<file path="src/rtl/sifhPkg.sv">
package sifhPkg;

    //**************************************************************************
    // widths
    //**************************************************************************

    // timestamp width, full range 0..1023
    localparam int TS_W = 10;
    // histogram address width
    localparam int BIN_W = 6;
    // pixel index width, up to 16 pixels
    localparam int PIX_W = 4;

    // bins per pass, also the fine window width
    localparam int BIN_NUM = 1 << BIN_W;
    // half window, subtracted from the coarse centre
    localparam int WIN_HALF = BIN_NUM / 2;
    // highest window base that keeps the window inside the range
    localparam logic [TS_W-1:0] BASE_MAX = TS_W'((1 << TS_W) - BIN_NUM);

    //**************************************************************************
    // enums
    //**************************************************************************

    // which histogram pass a sample belongs to
    typedef enum logic {
        PASS_COARSE,
        PASS_FINE
    } passKind_t;

    // sorter FSM
    typedef enum logic [1:0] {
        SORT_COARSE,
        SORT_FINE,
        SORT_FLUSH
    } sorterState_t;

    //**************************************************************************
    // structs
    //**************************************************************************

    // sorter to lanes, 13 bits
    typedef struct packed {
        logic              valid;
        passKind_t         pass;
        logic [TS_W-1:0]   timestamp;
        logic              firstOfPass;
    } laneSample_t;

    // one drained result, 14 bits
    typedef struct packed {
        logic [PIX_W-1:0]  pixel;
        logic [TS_W-1:0]   peak;
    } peakResult_t;

endpackage

</file>
<file path="src/rtl/pixelHistLane.sv">
module pixelHistLane #(
    parameter int COUNT_W = 6
) (
    input  logic                      clk,
    input  logic                      combin_res,
    input  sifhPkg::laneSample_t      laneSample,
    input  logic                      sel,
    output logic [sifhPkg::TS_W-1:0]  lanePeak
);
    import sifhPkg::*;

    // histogram memory and per-bin valid flags
    logic [COUNT_W-1:0] binCount [BIN_NUM];
    logic [BIN_NUM-1:0] binValid;

    // running max and peak bin, one set per pass
    logic [COUNT_W-1:0] runMax [2];
    logic [BIN_W-1:0]   peakBin [2];
    // coarse peak that the fine window is centred on
    logic [BIN_W-1:0]   winBin;

    // stage 0, address and count
    logic               act;
    logic               fineFirst;
    logic [BIN_W-1:0]   centreBin;
    logic [TS_W-1:0]    base;
    logic [TS_W-1:0]    offset;
    logic [BIN_W-1:0]   addr;
    logic               hit;
    logic [COUNT_W-1:0] newCount;

    // stage 1, peak tracking
    logic               s1Valid;
    passKind_t          s1Pass;
    logic               s1First;
    logic               s1Hit;
    logic [BIN_W-1:0]   s1Addr;
    logic [COUNT_W-1:0] s1Count;
    logic [COUNT_W-1:0] curMax;
    logic               takePeak;
    logic               clearPeak;
    logic [BIN_W-1:0]   coarseNext;

    // window base from a coarse bin, clamped to 0..BASE_MAX
    function automatic logic [TS_W-1:0] winBase(input logic [BIN_W-1:0] bin);
        logic [TS_W-1:0] centre;
        centre = TS_W'(bin) << (TS_W - BIN_W);
        if (centre < TS_W'(WIN_HALF)) begin
            return '0;
        end else if (centre - TS_W'(WIN_HALF) > BASE_MAX) begin
            return BASE_MAX;
        end
        return centre - TS_W'(WIN_HALF);
    endfunction

    //**************************************************************************
    // stage 1 compare
    //**************************************************************************

    always_comb begin
        // first sample restarts the max of its pass
        curMax    = s1First ? '0 : runMax[s1Pass];
        // strictly greater, earliest bin keeps a tie
        takePeak  = s1Valid && s1Hit && (s1Count > curMax);
        clearPeak = s1Valid && s1First && !takePeak;
        // coarse peak as it stands after this cycle
        coarseNext = peakBin[PASS_COARSE];
        if (s1Pass == PASS_COARSE) begin
            if (takePeak) begin
                coarseNext = s1Addr;
            end else if (clearPeak) begin
                coarseNext = '0;
            end
        end
    end

    //**************************************************************************
    // stage 0 address
    //**************************************************************************

    always_comb begin
        act       = laneSample.valid && sel;
        fineFirst = laneSample.firstOfPass && (laneSample.pass == PASS_FINE);
        // bypass so a just-finished coarse peak is seen
        centreBin = fineFirst ? coarseNext : winBin;
        base      = winBase(centreBin);
        offset    = laneSample.timestamp - base;
        if (laneSample.pass == PASS_COARSE) begin
            // top bits of the timestamp
            addr = laneSample.timestamp[TS_W-1 -: BIN_W];
            hit  = 1'b1;
        end else begin
            addr = offset[BIN_W-1:0];
            // outside the window is dropped
            hit  = (laneSample.timestamp >= base) && (offset < TS_W'(BIN_NUM));
        end
        // stale bins count as empty
        if (binValid[addr] && !laneSample.firstOfPass) begin
            newCount = binCount[addr] + 1'b1;
        end else begin
            newCount = COUNT_W'(1);
        end
    end

    always_ff @(posedge clk) begin
        if (act && hit) begin
            binCount[addr] <= newCount;
        end
    end

    always_ff @(posedge clk or negedge combin_res) begin
        if (!combin_res) begin
            binValid <= '0;
            s1Valid  <= 1'b0;
            runMax   <= '{default: '0};
            peakBin  <= '{default: '0};
            winBin   <= '0;
        end else begin
            s1Valid <= act;
            if (act) begin
                binValid <= (laneSample.firstOfPass ? '0 : binValid)
                          | (hit ? BIN_NUM'(1) << addr : '0);
            end
            if (act && fineFirst) begin
                winBin <= coarseNext;
            end
            if (takePeak) begin
                runMax[s1Pass]  <= s1Count;
                peakBin[s1Pass] <= s1Addr;
            end else if (clearPeak) begin
                runMax[s1Pass]  <= '0;
                peakBin[s1Pass] <= '0;
            end
        end
    end

    always_ff @(posedge clk) begin
        s1Pass  <= laneSample.pass;
        s1First <= laneSample.firstOfPass;
        s1Hit   <= hit;
        s1Addr  <= addr;
        s1Count <= newCount;
    end

    // held until this pixel's next fine pass starts
    assign lanePeak = winBase(winBin) + TS_W'(peakBin[PASS_FINE]);

endmodule

</file>
<file path="config.mk">
export PLATFORM = sky130hd
export DESIGN_NAME = pixelHistLane
export DESIGN_NICKNAME = d
export VERILOG_FILES = /design/src/rtl/sifhPkg.sv /design/src/rtl/pixelHistLane.sv
export SDC_FILE = /design/constraint.sdc
export NUM_CORES = 1
export LEC_CHECK = 0
export BUFFER_PORTS_ARGS = -buffer_cell sky130_fd_sc_hd__buf_4
export CAP_MARGIN = 20
export CORE_MARGIN = 3
export CORE_UTILIZATION = 55
export DETAILED_ROUTE_END_ITERATION = 7
export PLACE_DENSITY = 0.71
export SLEW_MARGIN = 20
export SYNTH_ARGS = -nofsm -noshare
export SYNTH_HDL_FRONTEND = slang
export SYNTH_SLANG_ARGS = --single-unit
</file>
<file path="constraint.sdc">
create_clock -name clk -period 9.6 [get_ports clk]
set_input_delay 1.44 -clock clk [delete_from_list [all_inputs] [get_ports clk]]
set_output_delay 1.44 -clock clk [all_outputs]
set_load 0.1 [all_outputs]
</file>
==> results.cfg <==
[die]
die_w_um = 200
rows = 70
ios = 26
fp.dieH_um = 200
core_area_um2 = 36900
start_util = 0.563
die_area_um2 = 40100

[sta]
setup_viol = 0
period_minus_slack_ps = 8230
fmax_mhz = 121
hold_viol = 0
fin_tns_setup_ps = 0
maxSlewViolCount = 0
setup_ws_ps = 1370
clock-skew-final_ps = 14.1
finalCritPeriodShare = 0.858
max_slew.worst_pin.slew_ps = 1150
relSlewSlack = 0.229
rsz0062_at_grt = no

[cells_and_area]
post-route-util = 0.616
n_fill_cell = 2777
drive_gt1_frac = 0.0933
regArea_um2 = 14200
multi_input_area_um2 = 5970
fin_nets = 1638
final_common_cell = edfxtp_1
syn2layout_area_growth_pct = 9.48
final_cell_area_um2 = 22700
layout_common_cells = edfxtp_1, nand2_1, dfrtp_1
antennaDiodeCount = 0

[clock_network]
ctsRootBufferMaster = clkbuf_16
clk_pin_slew_ps = 60
cts_max_level = 2
cts_setup_buffers = 0
cts_buffers = 48
clk_latency_ps = 560
cts_sinks = 494
cts_hold_buf = 0
cts_tree = built
post_cts_resized = 0
cts.path.max_buffers = 3

[yosys]
yosysUniqueCellTypes = 62
synth_warnings = 0
yosys-top-cells-area = edfxtp_1, dfrtp_1, nand2_1
synth_top_cell_by_area = edfxtp_1
async_flop_share = 0.192
synth_top_area_frac = 0.556
synth_edf_count = 384
ys_seq_elements = 494
syn_avg_cell_area_um2 = 12.9
seq_area_frac_synth = 0.685
synth_nets = 1644
synth_cells = 1608
synth_flop_cell = edfxtp_1
syn_area_um2 = 20800

[critical_path]
crit_fanout = 45
startpoint_type = flip-flop
reg2reg_setup_slack_ps = 1370
critPathSlowestCell = inv_1
required_ps = 9900
critical_path_class = reg2reg
cpPeakStageDelay_ps = 710
critPathArrivalTime_ps = 8540
endpoint_kind = flip-flop

[routing]
wire_per_inst_um = 25.9
num_vias = 13700
drtIter0Drc = 1969
final_antenna_net_count = 0
drc = 0
routed_via_density = 6.41
drt_wl_total_um = 55500
drtPass1Iterations = 6

[global_route]
antenna_found_initial = 1
grt_pass1_vias = 13000
grt_pass1_wl_um = 83500
grt_overflow = 0
grt_max_degree = 83
grt_use_total = 0.273

[min_path]
hold_path.class = reg2reg

[placement]
post-place-ws_ps = 1480
hpwl_um = 33700
dpl-instance-area_um2 = 21200
place.gp.congestion = 0.954
portBuffers = 25

[pwr]
power.leakage_nw = 8.84
p_per_area_nw_per_um2 = 238
p_total_mw = 5.40
ir_worst_vdd_mv = 0.162

[flow_run]
maxCapViolations = 0

[status]
outcome = finished clean
[cell families (layout without fill, tap and decap cells)]
logic type,after synthesis,count (layout),share of synthesized area
DFF,494,494,0.685
buffers and inverters,126,157,0.0299
muxes,62,62,0.0339
and+or+nand+nor,595,595,0.125
xor gates and xnor gates,10,10,0.00422
AOI/OAI and AO/OA,301,301,0.110
adders and majority gates,20,20,0.0128
[synthesized netlist by cell type (all sizes together), types with 3 or more instances]
library cell	number
o221ai	16
dfrtp	95
o211ai	6
o22ai	7
buf	65
a32oi	8
nor3	10
mux2	3
a311oi	24
nor3b	5
clkbuf	36
mux4	4
and2	8
a21o	68
xor2	4
nand2	337
edfxtp	384
o21ai	21
a22o	18
a221o	46
xnor2	6
nand2b	5
ha	18
nand3	88
nor2	91
and3	21
mux2i	55
and3b	3
o2111ai	6
a21oi	59
inv	25
or2	8
dfxtp	15
o311ai	6
nand4	8
[per-stage QoR]
stage	std cells	hold slack (ps)
after floorplan	1608	445
after global placement	2055	457
after detailed placement	2055	465
after CTS	2142	479
after global routing	2143	487
final	2143	473
[final timing paths]
path                                    from         endpoint  cells after the start
worst min-delay path            binValid[52]     binValid[52]                      1
min in group asynchronous         combin_res       runMax[11]                      1
worst max-delay path                  s1Pass  binCount[39][5]                     28
max in group asynchronous         combin_res     binValid[18]                      2
worst min register to register  binValid[52]     binValid[52]                      1
worst max register to register        s1Pass  binCount[39][5]                     28
[critical path: cells and delay by family (launching register included)]
kind	cells	cell delay (ps)
compound gates	9	2000
xor+xnor	1	180
fa+ha+maj	4	1200
buf+inv	5	1610
mux	4	1220
flops	1	690
simple gates	5	1010
[power by group]
part / switching [mW] / leakage (nW) / total [mW] / internal (mW)
Combinational: 0.787 / 3.17 / 1.09 / 0.300
Clock: 0.776 / 0.731 / 1.77 / 0.990
Sequential: 0.0581 / 4.94 / 2.55 / 2.49
Total: 1.62 / 8.84 / 5.40 / 3.78
[routing by layer]
layer | global-route usage | share of wire | vias to the layer above
met1 | 0.387 | 0.39 | 6833
met3 | 0.0549 | 0.10 | 135
met2 | 0.427 | 0.47 | 797
met5 | 0 | 0 | -
li1 | - | - | 5971
met4 | 0.0934 | 0.035 | 0
[cell type report]
type,count,share of cell area
Clock buffer,62,0.0579
Clock inverter,25,0.00633
Inverter,25,0.00435
Multi-Input combinational cell,988,0.263
Sequential cell,494,0.625
Tap cell,504,0.0278
Timing Repair Buffer,45,0.0154
[registers in the layout, summed over array words and instances (netlist names), 6 cells and up]
signal,count
binCount,384
winBin,6
s1Addr,6
runMax,12
peakBin,12
binValid,64
s1Count,6
Power figures use the tool's default switching activity.
