**config.mk**
```make
export PLATFORM = sky130hd
export DESIGN_NAME = peakCollector
export DESIGN_NICKNAME = d
export VERILOG_FILES = /design/src/rtl/sifhPkg.sv /design/src/rtl/peakCollector.sv
export SDC_FILE = /design/constraint.sdc
export NUM_CORES = 1
export LEC_CHECK = 0
export BUFFER_PORTS_ARGS = -buffer_cell sky130_fd_sc_hd__buf_2
export CAP_MARGIN = 20
export CORE_MARGIN = 2
export CORE_UTILIZATION = 33
export CTS_CLUSTER_SIZE = 40
export DETAILED_ROUTE_END_ITERATION = 8
export PLACE_DENSITY = 0.66
export SETUP_SLACK_MARGIN = 0.15
export SKIP_CTS_REPAIR_TIMING = 1
export SYNTH_ARGS = -nofsm -noshare
export SYNTH_HDL_FRONTEND = slang
export SYNTH_SLANG_ARGS = --single-unit
```
**constraint.sdc**
```tcl
create_clock -name clk -period 2.5 [get_ports clk]
set_clock_uncertainty 0.1 [all_clocks]
set_input_delay 0.5 -clock clk [delete_from_list [all_inputs] [get_ports clk]]
set_output_delay 0.5 -clock clk [all_outputs]
set_load 0.005 [all_outputs]
```
**src/rtl/sifhPkg.sv**
```systemverilog
package sifhPkg;

    //**************************************************************************
    // widths
    //**************************************************************************

    // timestamp width, full range 0..1023
    localparam int TS_W = 10;
    // histogram address width
    localparam int BIN_W = 6;
    // pixel index width, up to 16 pixels
    localparam int PIX_W = 4;

    // bins per pass, also the fine window width
    localparam int BIN_NUM = 1 << BIN_W;
    // half window, subtracted from the coarse centre
    localparam int WIN_HALF = BIN_NUM / 2;
    // highest window base that keeps the window inside the range
    localparam logic [TS_W-1:0] BASE_MAX = TS_W'((1 << TS_W) - BIN_NUM);

    //**************************************************************************
    // enums
    //**************************************************************************

    // which histogram pass a sample belongs to
    typedef enum logic {
        PASS_COARSE,
        PASS_FINE
    } passKind_t;

    // sorter FSM
    typedef enum logic [1:0] {
        SORT_COARSE,
        SORT_FINE,
        SORT_FLUSH
    } sorterState_t;

    //**************************************************************************
    // structs
    //**************************************************************************

    // sorter to lanes, 13 bits
    typedef struct packed {
        logic              valid;
        passKind_t         pass;
        logic [TS_W-1:0]   timestamp;
        logic              firstOfPass;
    } laneSample_t;

    // one drained result, 14 bits
    typedef struct packed {
        logic [PIX_W-1:0]  pixel;
        logic [TS_W-1:0]   peak;
    } peakResult_t;

endpackage

```
**src/rtl/peakCollector.sv**
```systemverilog
module peakCollector #(
    parameter int PIXEL_NUM = 8
) (
    input  logic                                      clk,
    input  logic                                      combin_res,
    input  logic                                      frameEnd,
    input  logic [PIXEL_NUM-1:0][sifhPkg::TS_W-1:0]   lanePeak,
    output logic                                      resultValid,
    output sifhPkg::peakResult_t                      result
);
    import sifhPkg::*;

    // snapshot of all lanes, pixel 0 in the low slot
    logic [PIXEL_NUM-1:0][TS_W-1:0] peakBuf;
    logic                           draining;
    logic [PIX_W-1:0]               drainCnt;
    logic                           lastDrain;

    assign lastDrain = drainCnt == PIX_W'(PIXEL_NUM - 1);

    //**************************************************************************
    // drain control
    //**************************************************************************

    always_ff @(posedge clk or negedge combin_res) begin
        if (!combin_res) begin
            draining <= 1'b0;
            drainCnt <= '0;
        end else begin
            if (frameEnd) begin
                // start from pixel 0
                draining <= 1'b1;
                drainCnt <= '0;
            end else if (draining) begin
                drainCnt <= drainCnt + 1'b1;
                // stop after the last pixel
                if (lastDrain) begin
                    draining <= 1'b0;
                end
            end
        end
    end

    //**************************************************************************
    // snapshot and shift
    //**************************************************************************

    always_ff @(posedge clk) begin
        if (frameEnd) begin
            peakBuf <= lanePeak;
        end else if (draining) begin
            // next pixel moves into slot 0
            peakBuf <= peakBuf >> TS_W;
        end
    end

    // one result per cycle while draining
    always_comb begin
        resultValid  = draining;
        result.pixel = drainCnt;
        result.peak  = peakBuf[0];
    end

endmodule

```
==> impl_results.md, run 1 <==
* Switching part of the total at 0.199
* Total GRT Usage at 0.104
* 1st-pass router iterations at 3
* Actual slew at the worst max-slew pin at 0.399 ns
* Power, Total at about 3.3 mW
* Max_cap viols at 0
* HP Class: in -> reg
* Core area at about 0.011 mm²
* Netlist area before placement at 0.00375 mm²
* Largest net degree at the start of global routing at 51
* DR vias/cell at 4.45
* Vias in the first global route at 2099
* Routability cong. at 0.711
* # diodes at 0
* Period utilisation layout at 0.645
* Reg clk slew, reported paths at 0.06 ns
* Dpl hpwl at 4090 µm
* FF/Latch Area at roughly 0.0025 mm²
* Area of the multi-input gates at between 0.001 and 0.0015 mm²
* Worst hold path startpoint: lanePeak[78]
* Crit path buf inv count at 1
* FF+latch count, synth at 85
* Die H at 111 µm
* Via Count at roughly 2000
* CTS buffer count at 9
* Final Net Count at 377
* Crit path required time at 1.90 ns
* Cells along the critical path: buf_2
* Slew Limit Fails at 0
* Port bufs at 97
* Clock Latency Late Sink at 0.33 ns
* Combinational Power Share at 0.086
* Final ANT Viol Nets at 0
* CTS tree: built
* Unique cell type count in the Yosys netlist at 21
* Share of layout cells above drive strength 1 at 0.634
* P&R area growth vs syn at 23.0%
* Commonest non-fill, non-tap cell in the layout: buf_2
* Post-Synthesis Cells at 201
* Critical path's largest stage delay at 0.51 ns
* Clock buffer depth at 2
* Drt wl/cell at approximately 14 µm
* Number of DRC markers in iteration 0 at between 40 and 50
* Most frequent cells in the layout: 96 x buf_2, 80 x edfxtp_1, 47 x mux2_2, 24 x mux2_4, 10 x and2_1
* Root Driver: clkbuf_16
* GR Overflow Total at 0
* Crit path capture type: output port
* Final setup viols at 0
* CP delay by family, top: flip-flops
* Worst r2r src: resultValid
* Worst Hold Slack at ~0.35 ns
* Initial antenna violation count at 0
* Slowest CP cell: dfrtp_1
* # fillers at 1020
* Register area share after synthesis at 0.674
* Initial Utilization at 0.341
* Drt drc at 0
* Sink Count at 85
* Ys Warns at 0
* P_leak at 1.94 nW
* Die Width at ~110 µm
* Die area at 0.0122 mm²
* H-Tree Depth at 3
* Fin util at 0.420
* Switching power at 0.664 mW
* Run status: complete, no violations
* Syn_area_per_cell at 18.6 µm²
* Crit path kind: reg -> out
* Routed WL at a little over 6000 µm
* Hold Vio Cnt, Final at 0
* VDD IR max at 0.000347 V
* Final Critical Period at 1.61 ns
* FP Rows at 38
* WP data arrival at 1.01 ns
* Max Fanout on Critical Path at 8
* Place WS at 0.682 ns
* First-pass GRT wire length at 10000 µm
* Setup total negative slack at 0 ns
* Clock share of power at 0.394
* Mapped Nets at ~290
* Crit path from: resultValid
* Crit path launch type: register
* Post-route worst setup slack at 0.888 ns
* I/O pins at 98
* Reg power frac at 0.521
* Slew margin rel. at 0.734
* Power Internal at about 2.7 mW
* RSZ-0062 raised after global routing: false
* Fmax at 620 MHz
* Power Density at 726 mW/mm²
## logic make-up (layout without fill, tap and decap cells)
group	Yosys count	count (layout)	share of synthesized area
flip-flops	85	85	0.674
buffers and inverters	21	118	0.0451
AO/OA/AOI/OAI	3	3	0.00601
XOR/XNOR	1	1	0.00234
multiplexers	72	72	0.240
AND/OR/NAND/NOR	18	18	0.0287
adder cells (fa/ha/maj)	1	1	0.00334
## layer usage
metal	GRT usage	vias up	part of all wire	routed length (µm)
met5	0	-	0	0
met4	0.0300	0	0.0075	46
met3	0.0510	7	0.083	507
met2	0.164	84	0.47	2840
met1	0.125	928	0.44	2710
li1	-	931	-	-
## sequential cells by signal, summed over array words and instances, names as in the netlist
name	flops
drainCnt	4
peakBuf	70
result	10
resultValid	1
## Yosys cell counts
master	n	area share
dfrtp_1	5	0.033
mux2i_1	1	0.0027
nand3b_1	2	0.0040
clkbuf_1	1	0.0010
ha_1	1	0.0033
a21o_1	1	0.0020
buf_2	5	0.0067
buf_12	1	0.0053
nor2_1	3	0.0030
nor2b_1	1	0.0017
buf_6	4	0.012
buf_4	10	0.020
a21bo_2	1	0.0027
or2_2	1	0.0017
edfxtp_1	80	0.64
xnor2_1	1	0.0023
and2_1	10	0.017
nand4_1	1	0.0017
mux2_4	24	0.096
mux2_2	47	0.14
a21oi_1	1	0.0013
## power groups by stage
stage          clock network, mW  registers, mW  logic [mW]
3_5_place_dp                   0           1.77       0.290
4_1_cts                     1.36           1.74       0.291
2_1_floorplan                  0           1.76       0.212
5_1_grt                     1.42           1.75       0.317
3_3_place_gp                   0           1.77       0.281
6_report                    1.32           1.74       0.286
## stage by stage
step	area, µm²	std cells
floorplan	3750	201
global placement	4300	421
detailed placement	4300	421
CTS	4600	437
global route	4610	438
finish	4610	438
## area by class of cell
type,instances,share of cell area
tap,140,0.0380
timing repair buffer,102,0.120
sequential,85,0.548
multi-input combinational,95,0.229
clock inverter,6,0.0152
clock buffer,10,0.0497
## worst paths after layout
| kind | to | slack (ns) | depth (start not counted) |
|---|---|---|---|
| worst max-delay path | resultValid | 0.89 | 1 |
| worst min-delay path | peakBuf[78] | 0.35 | 2 |
| worst max register to register | peakBuf[51] | 0.97 | 2 |
| worst min register to register | peakBuf[21] | 0.44 | 1 |
| max in group asynchronous | resultValid | 1.75 | 2 |
| min in group asynchronous | drainCnt[3] | 0.41 | 2 |
Power figures use the tool's default switching activity.
==> run 2: changes to the inputs <==
PLACE_DENSITY = 0.68   (was 0.66)
clock period = 1.3 ns   (was 2.5 ns; I/O delays follow)
==> impl_results.md, run 2 (synthesis results as in run 1) <==
* First-pass GRT wire length at 9960 µm (-0.62%)
* Hold Vio Cnt, Final at 0 (unchanged)
* Placed insts at 429 (+1.9%)
* Fmax at 754 MHz
* Via Count at 2073 (+6.3%)
* Routed WL at 6850 µm (+12%)
* Port bufs at 97 (unchanged)
* VDD IR max at 0.000682 V (+97%)
* Slew Limit Fails at 0 (unchanged)
* Power, Total at 6.28 mW (+88%)
* Finished Layout Cells at 460 (+5.0%)
* Initial antenna violation count at 0 (unchanged)
* Vias in the first global route at 2090 (-0.43%)
* Core area at 0.0110 mm² (unchanged)
* Initial Utilization at 0.341 (unchanged)
* Reg clk slew, reported paths at 0.06 ns (about the same)
* Run status: finished, violations left
* Setup total negative slack at -0.102 ns (-0.102 ns)
* CP delay by family, top: flip-flops
* Commonest non-fill, non-tap cell in the layout: buf_2
* Final setup viols at 14 (+14)
* Number of DRC markers in iteration 0 at 69 (+47%)
* WP data arrival at 0.97 ns (-0.04 ns)
* Routability cong. at 0.702 (-1.2%)
* Die area at 0.0122 mm² (unchanged)
* Final Cell Area at 0.00491 mm² (+6.6%)
* RSZ-0062 raised after global routing: true
* Post-route worst setup slack at -0.0263 ns (-0.914 ns)
* Largest net degree at the start of global routing at 33 (-35%)
* Power Density at 1280 mW/mm² (+76%)
* Critical path depth at 2 (+1)
* Clock buffer depth at 2 (unchanged)
* Share of layout cells above drive strength 1 at 0.666 (+0.0314)
* Final Critical Period at around 1.3 ns
* Max reg flops at 70 (unchanged)
* Critical path's largest stage delay at 0.40 ns (-0.11 ns)
* Crit path kind: reg -> out
* FF-to-FF path depth at 2 (unchanged)
* CTS buffer count at 9 (unchanged)
* Dpl hpwl at 4530 µm (+11%)
* Final ANT Viol Nets at 0 (unchanged)
* Clock Latency Late Sink at 0.33 ns (about the same)
* Total GRT Usage at 0.107 (+0.00285)
* Drt wl/cell at 14.9 µm (+6.8%)
* # diodes at 0 (unchanged)
* Crit path launch type: register
* DR vias/cell at 4.51 (+1.2%)
* Period utilisation layout at 1.02
* Crit path required time at 0.94 ns (-0.96 ns)
* Final Net Count at 399 (+5.8%)
* Crit path capture type: output port
* Worst Hold Slack at 0.112 ns (-0.238 ns)
* Actual slew at the worst max-slew pin at 0.297 ns (-0.102 ns)
* Slew margin rel. at 0.802 (+0.0679)
* 1st-pass router iterations at 4 (+1)
* Area after DPL at 0.00441 mm² (+2.6%)
* Crit path buf inv count at 2 (+1)
* Max_cap viols at 0 (unchanged)
* Slowest CP cell: dfrtp_1
* Max Fanout on Critical Path at 3 (-5)
* HP Class: in -> reg
* Place WS at -0.102 ns (-0.784 ns)
* CTS tree: built
* FP Rows at 38 (unchanged)
* Failing checks: setup timing
* P_leak at 2.12 nW (+8.8%)
* Number of cells on the worst hold path at 2 (unchanged)
* Root Driver: clkbuf_16
* GR Overflow Total at 0 (unchanged)
* H-Tree Depth at 3 (unchanged)
* Drt drc at 0 (unchanged)
* P&R area growth vs syn at 31.1%
* Cells along the critical path: buf_6 -> buf_6
* Die Width at 111 µm (unchanged)
* Fin util at 0.447 (+0.0277)
* CP dominant cell by count: buf_6
* Die H at 111 µm (unchanged)
* Sink Count at 85 (unchanged)
* Most frequent cells in the layout: 95 x buf_2, 80 x edfxtp_1, 46 x mux2_2, 25 x mux2_4
* Largest Register: peakBuf
* I/O pins at 98 (unchanged)
## run 2: cell count changes in the layout (fill, tap and decap cells not counted), sizes merged
cell	previous run	this run
buf	101	119
clkbuf	10	13
bufinv	1	0
clkinv	1	2
clkinvlp	2	3
## run 2: final cells by class
type | count | area [µm²]
multi-input combinational | 95 | 1070
timing repair buffer | 124 | 867
sequential | 85 | 2530
clock inverter | 7 | 48.8
fill | 981 | 6070
tap | 140 | 175
clock buffer | 9 | 225
## run 2: worst paths after layout
| path | start | end | slack, ns |
|---|---|---|---|
| worst max-delay path | resultValid | resultValid | -0.03 |
| worst min-delay path | lanePeak[72] | peakBuf[72] | 0.11 |
| worst max register to register | resultValid | peakBuf[30] | -0.01 |
| worst min register to register | peakBuf[47] | peakBuf[37] | 0.44 |
| max in group asynchronous | combin_res | resultValid | 0.80 |
| min in group asynchronous | combin_res | drainCnt[3] | 0.16 |
## run 2: power by group
| group | total, mW | switching (mW) | internal [mW] |
|---|---|---|---|
| clock network | 2.33 | 1.03 | 1.30 |
| logic | 0.600 | 0.195 | 0.405 |
| registers | 3.35 | 0.0713 | 3.28 |
## run 2: metal layers
layer	global-route usage	share of wire	up-vias
li1	-	-	981
met1	0.125	0.43	1000
met2	0.178	0.49	84
met3	0.0379	0.066	8
met4	0.0425	0.015	0
met5	0	0	-
## run 2: worst register-to-register path, stage by stage (launching register included)
cell and delay (ns):
dfrtp_1 0.37, or2_4 0.32, clkbuf_16 0.24
